`src/source/ecc_pkg.sv`:
```
`default_nettype none

// shared definitions for the 32-bit SECDED path
package ecc_pkg;

   localparam int DATA_W        = 32;              // protected data bits
   localparam int HAM_W         = 6;               // hamming check bits
   localparam int CHECK_W       = HAM_W + 1;       // hamming bits plus overall parity
   localparam int NUM_POSITIONS = DATA_W + CHECK_W; // stored bits in one codeword

   typedef logic [DATA_W-1:0]        data_t;
   typedef logic [CHECK_W-1:0]       check_t;      // [5:0] hamming, [6] overall parity
   typedef logic [CHECK_W-1:0]       syndrome_t;   // [5:0] position, [6] parity mismatch
   typedef logic [NUM_POSITIONS-1:0] codeword_t;   // position k lives at bit k-1

   // data bits feeding each hamming check bit
   // a data bit belongs to set i when its codeword position has bit i set
   localparam data_t CHECK_COVER [HAM_W] = '{
      32'h56AA_AD5B,   // check 0, position 1
      32'h9B33_366D,   // check 1, position 2
      32'hE3C3_C78E,   // check 2, position 4
      32'h03FC_07F0,   // check 3, position 8
      32'h03FF_F800,   // check 4, position 16
      32'hFC00_0000    // check 5, position 32
   };

   // six hamming bits of a data word, parity of each cover set
   function automatic logic [HAM_W-1:0] hamming_bits(input data_t d);
      logic [HAM_W-1:0] h;
      for (int i = 0; i < HAM_W; i++) begin
         h[i] = ^(d & CHECK_COVER[i]);
      end
      return h;
   endfunction

endpackage

`default_nettype wire

```
`src/source/ecc_encode_stage.sv`:
```
`default_nettype none

// write side, one register stage from data word to stored check bits
module ecc_encode_stage (
   input  logic           clk,
   input  logic           rst_l,
   input  logic           wr_valid,
   input  ecc_pkg::data_t wr_data,

   output logic            enc_valid,
   output ecc_pkg::data_t  enc_data,
   output ecc_pkg::check_t enc_ecc
);

   logic [ecc_pkg::HAM_W-1:0] ham;     // hamming bits of the incoming word
   logic                      parity;  // overall parity over data and hamming bits
   ecc_pkg::check_t           ecc_calc;

   always_comb begin
      ham      = ecc_pkg::hamming_bits(wr_data);
      parity   = (^wr_data) ^ (^ham);
      ecc_calc = {parity, ham};
   end

   // valid strobe runs every cycle, payload loads only with a word
   always_ff @(posedge clk) begin
      if (!rst_l) begin
         enc_valid <= 1'b0;
         enc_data  <= '0;
         enc_ecc   <= '0;
      end else begin
         enc_valid <= wr_valid;
         if (wr_valid) begin
            enc_data <= wr_data;
            enc_ecc  <= ecc_calc;
         end
      end
   end

endmodule

`default_nettype wire

```
`src/source/ecc_syndrome_stage.sv`:
```
`default_nettype none

// read side stage 1
// recomputes the check bits of the received word and compares them
// with the stored ones, the result travels with the word into stage 2
module ecc_syndrome_stage (
   input  logic            clk,
   input  logic            rst_l,
   input  logic            rd_valid,
   input  ecc_pkg::data_t  rd_data,
   input  ecc_pkg::check_t rd_ecc,
   input  logic            sed_ded,     // detect only, no correction

   output logic              syn_valid,
   output ecc_pkg::data_t    syn_data,
   output ecc_pkg::check_t   syn_ecc,
   output ecc_pkg::syndrome_t syn_check
);

   logic [ecc_pkg::HAM_W-1:0] ham_rx;       // hamming bits recomputed from rd_data
   logic                      par_mismatch; // odd parity over all 39 received bits
   ecc_pkg::syndrome_t        syn_calc;

   always_comb begin
      ham_rx = ecc_pkg::hamming_bits(rd_data);

      // stored parity covers data and hamming bits, so a clean word
      // xors to zero over all 39 bits
      par_mismatch = (^rd_data) ^ (^rd_ecc);

      syn_calc[ecc_pkg::HAM_W-1:0] = ham_rx ^ rd_ecc[ecc_pkg::HAM_W-1:0];

      // in detect only mode the parity term is dropped, every nonzero
      // syndrome then classifies as a double error downstream
      syn_calc[ecc_pkg::CHECK_W-1] = par_mismatch & ~sed_ded;
   end

   always_ff @(posedge clk) begin
      if (!rst_l) begin
         syn_valid <= 1'b0;
         syn_data  <= '0;
         syn_ecc   <= '0;
         syn_check <= '0;
      end else begin
         syn_valid <= rd_valid;
         if (rd_valid) begin
            syn_data  <= rd_data;   // received word as is
            syn_ecc   <= rd_ecc;
            syn_check <= syn_calc;
         end
      end
   end

endmodule

`default_nettype wire

```
`src/source/ecc_correct_stage.sv`:
```
`default_nettype none

// read side stage 2
// classifies the syndrome, fixes a single flipped bit anywhere in the
// 39 stored bits and hands back clean data with its check bits
module ecc_correct_stage (
   input  logic               clk,
   input  logic               rst_l,
   input  logic               syn_valid,
   input  ecc_pkg::data_t     syn_data,
   input  ecc_pkg::check_t    syn_ecc,
   input  ecc_pkg::syndrome_t syn_check,

   output logic            fix_valid,
   output ecc_pkg::data_t  fix_data,
   output ecc_pkg::check_t fix_ecc,
   output logic            single_err,
   output logic            double_err
);

   // only the overall parity disagrees, so the parity bit itself flipped
   localparam ecc_pkg::syndrome_t SYN_PARITY_ONLY = 7'b100_0000;

   logic                 syn_nonzero;
   logic                 single_calc;
   logic                 double_calc;
   ecc_pkg::codeword_t   err_mask;    // one hot over codeword positions
   ecc_pkg::codeword_t   cw_rx;       // received bits in hamming order
   ecc_pkg::codeword_t   cw_fix;
   ecc_pkg::data_t       data_fix;
   ecc_pkg::check_t      ecc_fix;

   always_comb begin
      syn_nonzero = (syn_check != '0);
      single_calc = syn_valid & syn_nonzero & syn_check[6];
      double_calc = syn_valid & syn_nonzero & ~syn_check[6];

      // position k of the codeword sits at bit k-1
      for (int i = 1; i <= ecc_pkg::NUM_POSITIONS; i++) begin
         err_mask[i-1] = (syn_check[5:0] == 6'(i));
      end

      // check bits at powers of two, parity on top
      cw_rx = {syn_ecc[6], syn_data[31:26], syn_ecc[5], syn_data[25:11],
               syn_ecc[4], syn_data[10:4], syn_ecc[3], syn_data[3:1],
               syn_ecc[2], syn_data[0], syn_ecc[1:0]};

      cw_fix = single_calc ? (cw_rx ^ err_mask) : cw_rx;

      data_fix = {cw_fix[37:32], cw_fix[30:16], cw_fix[14:8], cw_fix[6:4], cw_fix[2]};

      // the mask never reaches the parity bit, fix it from the syndrome
      ecc_fix = {cw_fix[38] ^ (syn_check == SYN_PARITY_ONLY),
                 cw_fix[31], cw_fix[15], cw_fix[7], cw_fix[3], cw_fix[1:0]};
   end

   always_ff @(posedge clk) begin
      if (!rst_l) begin
         fix_valid  <= 1'b0;
         single_err <= 1'b0;
         double_err <= 1'b0;
         fix_data   <= '0;
         fix_ecc    <= '0;
      end else begin
         fix_valid  <= syn_valid;
         single_err <= single_calc;   // already qualified by syn_valid
         double_err <= double_calc;
         if (syn_valid) begin
            fix_data <= data_fix;
            fix_ecc  <= ecc_fix;
         end
      end
   end

endmodule

`default_nettype wire

```
`src/source/ecc_pipe_top.sv`:
```
`default_nettype none

// SECDED protection path
// write side encodes in one cycle, read side checks and corrects in two
module ecc_pipe_top (
   input  logic            clk,
   input  logic            rst_l,

   // write side
   input  logic            wr_valid,
   input  ecc_pkg::data_t  wr_data,
   output logic            enc_valid,
   output ecc_pkg::data_t  enc_data,
   output ecc_pkg::check_t enc_ecc,

   // read side
   input  logic            rd_valid,
   input  ecc_pkg::data_t  rd_data,
   input  ecc_pkg::check_t rd_ecc,
   input  logic            sed_ded,
   output logic            fix_valid,
   output ecc_pkg::data_t  fix_data,
   output ecc_pkg::check_t fix_ecc,
   output logic            single_err,
   output logic            double_err
);

   // stage 1 to stage 2 of the decoder
   logic               syn_valid;
   ecc_pkg::data_t     syn_data;
   ecc_pkg::check_t    syn_ecc;
   ecc_pkg::syndrome_t syn_check;

   ecc_encode_stage u_encode (
      .clk       (clk),
      .rst_l     (rst_l),
      .wr_valid  (wr_valid),
      .wr_data   (wr_data),
      .enc_valid (enc_valid),
      .enc_data  (enc_data),
      .enc_ecc   (enc_ecc)
   );

   ecc_syndrome_stage u_syndrome (
      .clk       (clk),
      .rst_l     (rst_l),
      .rd_valid  (rd_valid),
      .rd_data   (rd_data),
      .rd_ecc    (rd_ecc),
      .sed_ded   (sed_ded),
      .syn_valid (syn_valid),
      .syn_data  (syn_data),
      .syn_ecc   (syn_ecc),
      .syn_check (syn_check)
   );

   ecc_correct_stage u_correct (
      .clk        (clk),
      .rst_l      (rst_l),
      .syn_valid  (syn_valid),
      .syn_data   (syn_data),
      .syn_ecc    (syn_ecc),
      .syn_check  (syn_check),
      .fix_valid  (fix_valid),
      .fix_data   (fix_data),
      .fix_ecc    (fix_ecc),
      .single_err (single_err),
      .double_err (double_err)
   );

endmodule

`default_nettype wire

```
`config.mk`:
```
export PLATFORM = sky130hd
export DESIGN_NAME = ecc_pipe_top
export DESIGN_NICKNAME = d
export VERILOG_FILES = /design/src/source/ecc_pkg.sv /design/src/source/ecc_encode_stage.sv /design/src/source/ecc_syndrome_stage.sv /design/src/source/ecc_correct_stage.sv /design/src/source/ecc_pipe_top.sv
export SDC_FILE = /design/constraint.sdc
export NUM_CORES = 1
export LEC_CHECK = 0
export BUFFER_PORTS_ARGS = -buffer_cell sky130_fd_sc_hd__buf_2
export CORE_ASPECT_RATIO = 0.7
export CORE_MARGIN = 5
export CORE_UTILIZATION = 55
export CTS_BUF_LIST = sky130_fd_sc_hd__clkbuf_4
export DETAILED_ROUTE_END_ITERATION = 10
export PLACE_DENSITY = 0.84
export SETUP_SLACK_MARGIN = 0.3
export SLEW_MARGIN = 20
export SYNTH_ARGS = -nofsm -noshare
export SYNTH_HDL_FRONTEND = slang
export SYNTH_SLANG_ARGS = --single-unit
```
`constraint.sdc`:
```
create_clock -name clk -period 2.3 [get_ports clk]
set_clock_uncertainty 0.2 [all_clocks]
set_input_delay 0.46 -clock clk [delete_from_list [all_inputs] [get_ports clk]]
set_output_delay 0.46 -clock clk [all_outputs]
set_load 0.02 [all_outputs]
```
==> impl_metrics.yaml, run 1 <==
hold_path:
  hold_class: "primary input to flop"
layout:
  fin_nets: 934
  layout_common_cells: "buf_2, dfxtp_1, xnor2_1, mux2i_1, nor2b_1"
  drive_gt1_share_pct: 30.7
  final_common_cell: "buf_2"
  fin_area_um2: 8190
  area_growth_pct: 26.2
  postLayoutCoreUtil_pct: 70.3
worst_setup_path:
  rrSetupSlack_ns: 0.31
  slowest_delay_ns: 0.52
  crit_buf_inv: 0
  crit_chain: "nor2b_1, nand4_1, nor3_1, xnor2_1, a211oi_1"
  worstSetupStartpointType: "flop"
  r2r-start: "u_syndrome.syn_check[2]"
  slowest_stage: "dfxtp_1"
  cp.depth: 5
  required_ns: 2.53
  cp.arrival_ns: 2.23
  r2r-end: "u_correct.fix_data[1]"
  crit_path_start: "u_syndrome.syn_check[2]"
  endpoint_kind: "flop"
  crit_path_end: "u_correct.fix_data[1]"
  r2r_cells: 5
  crit_type: "flop to flop"
  critPathMaxFanout: 8
  crit_family: "simple AND/OR/NAND/NOR gates"
sta:
  period_needed_ns: 1.99
  max_freq_mhz: 502
  layout_setup_ws_ns: 0.307
  worstMarginPinSlew_ns: 0.573
  finalHoldViolations: 0
  setup_violations: 0
  relSlewSlack_pct: 61.8
  rsz0062_at_grt: "yes"
  finalCritPeriodShare_pct: 86.7
  report.final.slew_viol_count: 0
global_route:
  grt_pass1_wl_mm: 28.9
  antenna_found_initial: 0
  overflow: 0
  grt_pass1_vias: 5450
  grtUsageTotal_pct: 26.2
  grt_max_degree: 42
yosys:
  ys_ff_latch: 129
  synth-seq-area-share_pct: 39.8
  synth_top_area_cell: "dfxtp_1"
  async_flop_share_pct: 0
  synth_flop_cell: "dfxtp_1"
  syn_inst: 676
  syn_area_um2: 6490
  synth_top_area_share_pct: 39.8
  ys.warnings.count: 0
  synth_area_leaders: "dfxtp_1, xnor2_1, mux2i_1"
  synth_fp_nets: 752
  synth.avg_cell_area_um2: 9.60
  ys_types: 32
  synth_edf_count: 0
cts:
  clk_pin_slew_worst_paths_ns: 0.11
  cts_tree: "built"
  cts-root-buf: "clkbuf_4"
  htree_levels: 4
  clock_sinks: 129
  insertion_delay_ns: 0.52
  cts_buffers: 17
  cts_max_path_buffers: 2
floorplanning:
  rows: 33
  start_util_pct: 55.7
  io_pins: 158
  coreArea_um2: 11600
  die_h_um: 101
  die_w_um: 140
  fp.dieArea_um2: 14100
power_and_ir_drop:
  ir_drop_uv: 336
  powerDensity_nw_per_um2: 764
  leakagePower_nw: 3.49
detailed_routing:
  antenna_left: 0
  via_per_inst: 5.40
  vias: 5551
  drtIter0Drc: 376
  drt_wl_total_mm: 18.6
  drc: 0
  post_drt_wl_per_cell_um: 18.0
  drt-pass1-iter-count: 5
run:
  drv_cap: 0
placed_design:
  dpl_cell_area_um2: 7760
  port-buffer-count: 157
  dp_worst_setup_slack_ns: -0.205
  place_hpwl_mm: 14.3
  gp_congestion: 0.913
run_status:
  status: "completed"
## per-stage QoR
stage                     total power [W]  hold slack (ns)  TNS [ns]  cells
after detailed placement          0.00469            0.278    -0.205    992
after global routing              0.00655           0.0209         0   1027
after floorplan                   0.00404            0.270         0    676
final                             0.00626           0.0408         0   1028
after CTS                         0.00620          0.00404         0   1026
after global placement            0.00462            0.272    -0.178    992
## how the worst min path moves through the flow
| stage | startpoint | to | slack [ns] | cells past startpoint |
|---|---|---|---|---|
| after floorplan | u_syndrome.syn_data[10] | u_syndrome.syn_data[10] | 0.27 | 2 |
| after global placement | u_correct.fix_data[8] | u_correct.fix_data[8] | 0.27 | 2 |
| after detailed placement | u_correct.fix_data[17] | u_correct.fix_data[17] | 0.28 | 2 |
| after CTS | rd_ecc[0] | u_syndrome.syn_ecc[0] | 0.004 | 3 |
| after global routing | rd_ecc[5] | u_syndrome.syn_ecc[5] | 0.02 | 3 |
| final | rd_ecc[0] | u_syndrome.syn_ecc[0] | 0.04 | 3 |
## cell usage after synthesis (6+ instances only)
| library cell | number |
|---|---|
| or3_1 | 17 |
| xor2_1 | 33 |
| clkbuf_1 | 33 |
| a211oi_1 | 25 |
| nor3_1 | 10 |
| nor2_1 | 64 |
| mux2i_1 | 78 |
| xnor2_1 | 126 |
| nand2_1 | 16 |
| nor2b_1 | 67 |
| dfxtp_1 | 129 |
| buf_1 | 7 |
| o21ai_0 | 18 |
| a311oi_1 | 17 |
| nand3_1 | 6 |
## cells by family after synthesis
logic type,after synthesis,synth area share (%)
mux,78,12.0
flops,129,39.8
xor+xnor,163,22.7
buf+inv,43,2.51
simple gates,199,15.9
compound gates,64,7.08
## worst register-to-register path, delay by kind of cell, from the launching register on
| kind | cells | cell delay, ns |
|---|---|---|
| DFF | 1 | 0.52 |
| xor gates and xnor gates | 1 | 0.13 |
| and+or+nand+nor | 3 | 0.85 |
| AOI/OAI and AO/OA | 1 | 0.23 |
## sequential cells by signal (all words and copies together) (netlist names), 7 cells and up
name                  flops
u_correct.fix_data       32
u_encode.enc_data        32
u_syndrome.syn_data      32
u_correct.fix_ecc         7
u_encode.enc_ecc          7
u_syndrome.syn_check      7
u_syndrome.syn_ecc        7
## per-layer routing
layer	vias up	wire length [µm]	track usage [%]
met1	2639	8220	36.0
met2	240	8240	39.3
met3	30	1710	7.73
met4	0	375	9.46
li1	2642	-	-
met5	-	0	0
## cell type report
cell class / instances / area [µm²]
Fill cell: 900 / 3460
Multi-Input combinational cell: 504 / 3920
Tap cell: 157 / 196
Inverter: 2 / 7.51
Antenna cell: 1 / 2.50
Clock buffer: 20 / 150
Clock inverter: 11 / 116
Timing Repair Buffer: 204 / 1200
Sequential cell: 129 / 2590
## report_power, final
group	internal (W)	switching, W
Clock	0.000666	0.000837
Sequential	0.00243	0.000186
Combinational	0.00101	0.00112
Total	0.00411	0.00215
## timing repair
item | in CTS | in global routing
setup endpoints to repair | 16 | 34
setup buffers | 0 | 1
hold buffers | 3 | 0
resized for setup | 6 | 23
pin swaps | 0 | 2
hold endpoints to repair | 3 | 0
No activity file was read; power rests on OpenSTA's default activity.
==> run 2, diff against run 1 <==
Settings changed: MAX_ROUTING_LAYER set to met4.
==> run 2 against run 1 <==
Effect of this change: clock power increased by 5%; flip-flop and latch count unchanged; sequential share of layout area decreased by 0.14 points; register-to-register slack improved by 0.04 ns; hold slack improved by 0.0015 ns; sequential power about the same; critical endpoint is now u_correct.fix_data[29]; clock-buffer cell count decreased by 2; final area increased by 0.35%; global-route usage increased by 1.0 points; cell count increased by 0.19%.
==> impl_metrics.yaml, run 2 (synthesis results as in run 1) <==
run_status:
  status: "completed"
worst_setup_path:
  crit_type: "flop to flop"
  cpMostUsedCell: "buf_4"
  cp.arrival_ns: 2.18
  slowest_delay_ns: 0.38
  slowest_stage: "dfxtp_2"
  critPathMaxFanout: 7
  endpoint_kind: "flop"
  worstSetupStartpointType: "flop"
  crit_chain: "buf_4, nor2_1, nand4_1, buf_4, or3_1, a311oi_1"
  required_ns: 2.53
sta:
  setup_violations: 0
  max_freq_mhz: 513
  period_needed_ns: 1.95
  rsz0062_at_grt: "yes"
  finalHoldViolations: 0
  worstMarginPinSlew_ns: 0.433
  report.final.slew_viol_count: 0
  relSlewSlack_pct: 71.1
  layout_setup_ws_ns: 0.352
  finalCritPeriodShare_pct: 84.7
placed_design:
  placedCellCount: 992
  port-buffer-count: 157
  gp_congestion: 0.942
  place_hpwl_mm: 14.2
  dp_worst_setup_slack_ns: -0.252
floorplanning:
  start_util_pct: 55.7
  die_h_um: 101
  fp.dieArea_um2: 14100
  io_pins: 158
  coreArea_um2: 11600
  rows: 33
  die_w_um: 140
layout:
  area_growth_pct: 26.6
  postLayoutCoreUtil_pct: 70.6
  fillers: 876
  multi_input_area_um2: 3940
  layout_common_cells: "buf_2, dfxtp_1, xnor2_1, mux2i_1, nor2b_1"
  drive_gt1_share_pct: 30.8
  final_cells: 1030
  fin_nets: 937
  reg.largest.list: "u_correct.fix_data (32), u_encode.enc_data (32), u_syndrome.syn_data (32)"
  final_common_cell: "buf_2"
  regArea_um2: 2590
power_and_ir_drop:
  leakagePower_nw: 3.50
  powerDensity_nw_per_um2: 774
  totalPowerFinal_w: 0.00636
  ir_drop_uv: 371
global_route:
  grt_max_degree: 50
  antenna_found_initial: 0
  grt_pass1_vias: 5433
  overflow: 0
  grtUsageTotal_pct: 27.2
  grt_pass1_wl_mm: 29.2
cts:
  cts_tree: "built"
  cts_buffers: 17
  htree_levels: 4
  clk_pin_slew_worst_paths_ns: 0.12
  insertion_delay_ns: 0.52
  cts_max_path_buffers: 2
  cts-root-buf: "clkbuf_4"
  clock_sinks: 129
detailed_routing:
  vias: 5590
  drt_wl_total_mm: 18.6
  drt-pass1-iter-count: 5
  drtIter0Drc: 369
  via_per_inst: 5.43
  drc: 0
  post_drt_wl_per_cell_um: 18.1
  antenna_left: 0
hold_path:
  hold_class: "primary input to flop"
run:
  drv_cap: 0
-- run 2: changes by cell type in the layout (fill, tap and decap cells not counted), moves of 2 or more --
cell,before,now
nor2b_2,0,2
clkbuf_4,20,18
nor4_2,2,0
nor2_2,1,3
buf_4,39,42
buf_12,4,2
nor2b_1,67,65
nor4_1,0,2
nor3_4,0,2
-- run 2: area by class of cell --
class / instances / area share (%)
Sequential cell: 129 / 31.5
Multi-Input combinational cell: 504 / 47.9
Tap cell: 157 / 2.39
Inverter: 2 / 0.0914
Clock inverter: 12 / 1.75
Antenna cell: 1 / 0.0305
Timing Repair Buffer: 207 / 14.6
Clock buffer: 18 / 1.64
-- run 2: timing repair --
| action | in CTS | in global routing |
|---|---|---|
| buffers inserted | 0 | 3 |
| cloned | 0 | 0 |
| pin swaps | 0 | 4 |
| resized for setup | 5 | 28 |
| setup endpoints to repair | 12 | 31 |
| hold buffers | 4 | 0 |
| hold endpoints to repair | 4 | 0 |
-- run 2: worst max-delay path, delay by kind of cell (launching register included) --
| family | cells | cell delay (ns) |
|---|---|---|
| AO/OA/AOI/OAI | 1 | 0.26 |
| AND/OR/NAND/NOR | 3 | 0.66 |
| flip-flops | 1 | 0.38 |
| buffers and inverters | 2 | 0.36 |
-- run 2: path summary, 6_finish.rpt --
kind,startpoint,to,slack [ns],cells past startpoint
min,wr_data[22],u_encode.enc_data[22],0.04,3
min reg2reg,u_correct.fix_data[16],u_correct.fix_data[16],0.29,2
max reg2reg,u_syndrome.syn_check[1],u_correct.fix_data[29],0.35,6
max,u_syndrome.syn_check[1],u_correct.fix_data[29],0.35,6
-- run 2: metal layers --
| layer | up-vias | part of all wire, % | GRT usage (%) | wire (µm) |
|---|---|---|---|---|
| met1 | 2665 | 45 | 38.0 | 8420 |
| met5 | - | 0 | - | 0 |
| li1 | 2649 | - | - | - |
| met4 | 0 | 1.3 | 7.07 | 248 |
| met3 | 28 | 8.6 | 5.93 | 1600 |
| met2 | 248 | 45 | 40.2 | 8330 |
-- run 2: power breakdown --
part | switching (W) | leakage, nW | internal, W
clock network | 0.000842 | 0.143 | 0.000741
logic | 0.00114 | 2.29 | 0.00102
registers | 0.000185 | 1.07 | 0.00244
-- run 2: metrics by stage --
step / hold slack [ns] / setup TNS, ns / area [µm²]
6_report: 0.0423 / 0 / 8220
3_3_place_gp: 0.270 / -0.225 / 7740
3_5_place_dp: 0.275 / -0.346 / 7740
4_1_cts: 0.0120 / 0 / 8080
5_1_grt: 0.0118 / 0 / 8210
2_1_floorplan: 0.270 / 0 / 6560
==> run 3, diff against run 2 <==
Settings changed: CORE_UTILIZATION 55 to 50, PLACE_DENSITY 0.84 to 0.8.
Clock period 2.3 ns to 1.72 ns, I/O delays scaled along.
==> run 3 against run 2 <==
Effect of this change: the run now fails in global routing (5_1_grt); area after synthesis unchanged; synthesized cell count did not move.
==> impl_metrics.yaml, run 3 <==
cts:
  cts_buffers: 17
  cts-root-buf: "clkbuf_4"
  htree_levels: 4
  clock_sinks: 129
  cts_max_path_buffers: 2
placed_design:
  gp_congestion: 0.911
  place_hpwl_mm: 16.2
  dpl_cell_area_um2: 8780
  placedCellCount: 1076
  port-buffer-count: 157
yosys:
  synth_edf_count: 0
  ys.warnings.count: 0
  synth_commonest_cells: "dfxtp_1, xnor2_1, mux2i_1"
  synth-seq-area-share_pct: 39.8
  synth_fp_nets: 752
  synth_flop_cell: "dfxtp_1"
  synthMostInstantiatedCell: "dfxtp_1"
  synth_top_area_share_pct: 39.8
  synth_top_area_cell: "dfxtp_1"
  synth.avg_cell_area_um2: 9.60
  async_flop_share_pct: 0
  ys_types: 32
  synth_area_leaders: "dfxtp_1, xnor2_1, mux2i_1"
  ys_ff_latch: 129
  syn_inst: 676
  syn_area_um2: 6490
floorplanning:
  io_pins: 158
  rows: 34
  die_h_um: 105
  die_w_um: 146
  start_util_pct: 51.7
global_route:
  antenna_found_initial: 10
  overflow: 324
  grt_max_degree: 46
  grtUsageTotal_pct: 84.8
run_status:
  status: "aborted with a tool error"
  stop_stage: "global routing (5_1_grt)"
  tool.error: "[ERROR GRT-0232] Routing congestion too high. Check the congestion heatmap in the GUI."
sta:
  worst_endpoint_kind: "register data pin"
  worst_endpoint: "u_correct.fix_data[19]$_SDFFE_PN0P_/D"
==> run 3: cell counts after synthesis <==
No cell type changed its count.
==> run 3: per-stage QoR <==
step,setup WS [ns],utilization (%)
floorplan,-0.205,-
global placement,-0.482,70.0
detailed placement,-0.542,70.0
CTS,-0.103,86.5
==> run 3: layer usage <==
metal  overflow  GRT usage, %
met2        199          98.6
met3          5          69.5
met5          -             -
met1          2          81.1
met4        118          89.8
==> run 3: cell families after synthesis <==
| logic type | Yosys count | share of synthesized area (%) |
|---|---|---|
| AND/OR/NAND/NOR | 199 | 15.9 |
| XOR/XNOR | 163 | 22.7 |
| flip-flops | 129 | 39.8 |
| multiplexers | 78 | 12.0 |
| AO/OA/AOI/OAI | 64 | 7.08 |
| buffers and inverters | 43 | 2.51 |
==> run 3: repair_timing <==
action                     4_1_cts
resized for setup              364
setup endpoints to repair      132
pin swaps                       69
hold buffers                    26
buffers inserted                37
hold endpoints to repair        26
==> run 4, diff against run 3 <==
Settings changed: CORE_ASPECT_RATIO 0.7 to not set, CORE_UTILIZATION 50 to 40, CTS_BUF_LIST sky130_fd_sc_hd__clkbuf_4 to not set, MAX_ROUTING_LAYER met4 to not set, PLACE_DENSITY 0.8 to not set, PLACE_DENSITY_LB_ADDON set to 0.15, SETUP_SLACK_MARGIN 0.3 to not set.
Clock period 1.72 ns to 2.2 ns, I/O delays scaled along.
==> run 4 against run 3 <==
Effect of this change: the run now ends clean.
==> impl_metrics.yaml, run 4 (synthesis results as in run 1) <==
layout:
  fin_area_um2: 8550
  reg.largest.list: "u_correct.fix_data (32), u_encode.enc_data (32), u_syndrome.syn_data (32)"
  final_cells: 1112
  fin_nets: 959
  drive_gt1_share_pct: 29.8
  layout_common_cells: "buf_2, xnor2_1, dfxtp_1, mux2i_1, buf_4"
  diodes: 0
  final_common_cell: "buf_2"
  area_growth_pct: 31.7
  fillers: 1532
placed_design:
  dpl_cell_area_um2: 7980
  gp_congestion: 0.822
  port-buffer-count: 157
  dp_worst_setup_slack_ns: -0.190
  placedCellCount: 1080
  place_hpwl_mm: 14.1
worst_setup_path:
  worstSetupStartpointType: "flop"
  rrSetupSlack_ns: 0.17
  endpoint_kind: "flop"
  required_ns: 2.32
  critPathMaxFanout: 7
  cp.arrival_ns: 2.16
  crit_type: "flop to flop"
global_route:
  antenna_found_initial: 1
  grtUsageTotal_pct: 19.5
  overflow: 0
  grt_max_degree: 53
  grt_pass1_vias: 5577
  grt_pass1_wl_mm: 28.3
cts:
  cts_buffers: 17
  cts_tree: "built"
  cts-root-buf: "clkbuf_16"
  clock_sinks: 129
  cts_max_path_buffers: 2
  htree_levels: 4
  post_cts_buffers: 0
  insertion_delay_ns: 0.42
  clk_pin_slew_worst_paths_ns: 0.06
floorplanning:
  io_pins: 158
  start_util_pct: 40.8
  coreArea_um2: 15900
  rows: 46
  die_w_um: 137
  die_h_um: 137
  fp.dieArea_um2: 18900
power_and_ir_drop:
  ir_drop_uv: 489
  leakagePower_nw: 3.66
  powerDensity_nw_per_um2: 889
  totalPowerFinal_w: 0.00760
detailed_routing:
  drtIter0Drc: 248
  post_drt_wl_per_cell_um: 16.2
  via_per_inst: 4.78
  antenna_left: 0
  drt-pass1-iter-count: 4
  drc: 0
  vias: 5311
  drt_wl_total_mm: 18.0
sta:
  report.final.slew_viol_count: 0
  relSlewSlack_pct: 67.3
  finalCritPeriodShare_pct: 92.4
  layout_setup_ws_ns: 0.166
  finalHoldViolations: 0
  fin_setup_tns_ns: 0
  max_freq_mhz: 492
  period_needed_ns: 2.03
  worstMarginPinSlew_ns: 0.491
  rsz0062_at_grt: "yes"
  setup_violations: 0
hold_path:
  hold_class: "primary input to flop"
run_status:
  status: "completed"
run:
  drv_cap: 0
[run 4: worst paths after layout]
kind / start / endpoint / cells after the start
min: wr_data[4] / u_encode.enc_data[4] / 3
max reg2reg: u_syndrome.syn_valid / u_correct.fix_data[21] / 6
min reg2reg: u_correct.fix_data[14] / u_correct.fix_data[14] / 2
max: u_syndrome.syn_valid / u_correct.fix_data[21] / 6
[run 4: area by class of cell]
cell class	instances	area, µm²	area share (%)
sequential	129	2590	30.3
tap	216	270	3.16
multi-input combinational	504	3760	43.9
inverter	2	7.51	0.0878
clock inverter	10	86.3	1.01
clock buffer	22	464	5.43
timing repair buffer	229	1380	16.1
[run 4: timing repair]
| action | in CTS | in global routing |
|---|---|---|
| endpoints found under the setup margin | 1 | 9 |
| hold buffers | 0 | 0 |
| resized for setup | 1 | 4 |
[run 4: critical path, stage by stage, from the launching register on]
cell and delay [ns]:
dfxtp_2 0.39, nand2_1 0.08, buf_4 0.16, nor2_1 0.23
nand3b_1 0.25, or3_1 0.37, a311oi_1 0.28
[run 4: layer usage]
metal	track usage (%)	wire (µm)	vias to the layer above
met4	8.48	585	2
met1	23.0	7800	2449
met3	5.51	994	40
met5	0	13	-
li1	-	-	2683
met2	33.1	8650	137
[run 4: report_power, final]
part,internal (W),leakage [nW],total (W),switching (W)
clock network,0.00160,0.266,0.00263,0.00103
logic,0.00114,2.33,0.00227,0.00113
registers,0.00254,1.07,0.00270,0.000154
total,0.00529,3.66,0.00760,0.00231
[run 4: through the flow]
step | utilization, % | hold WS [ns]
floorplan | - | 0.270
global placement | 50.2 | 0.270
detailed placement | 50.2 | 0.278
CTS | 53.7 | 0.0889
global route | 53.8 | 0.126
finish | 53.8 | 0.102
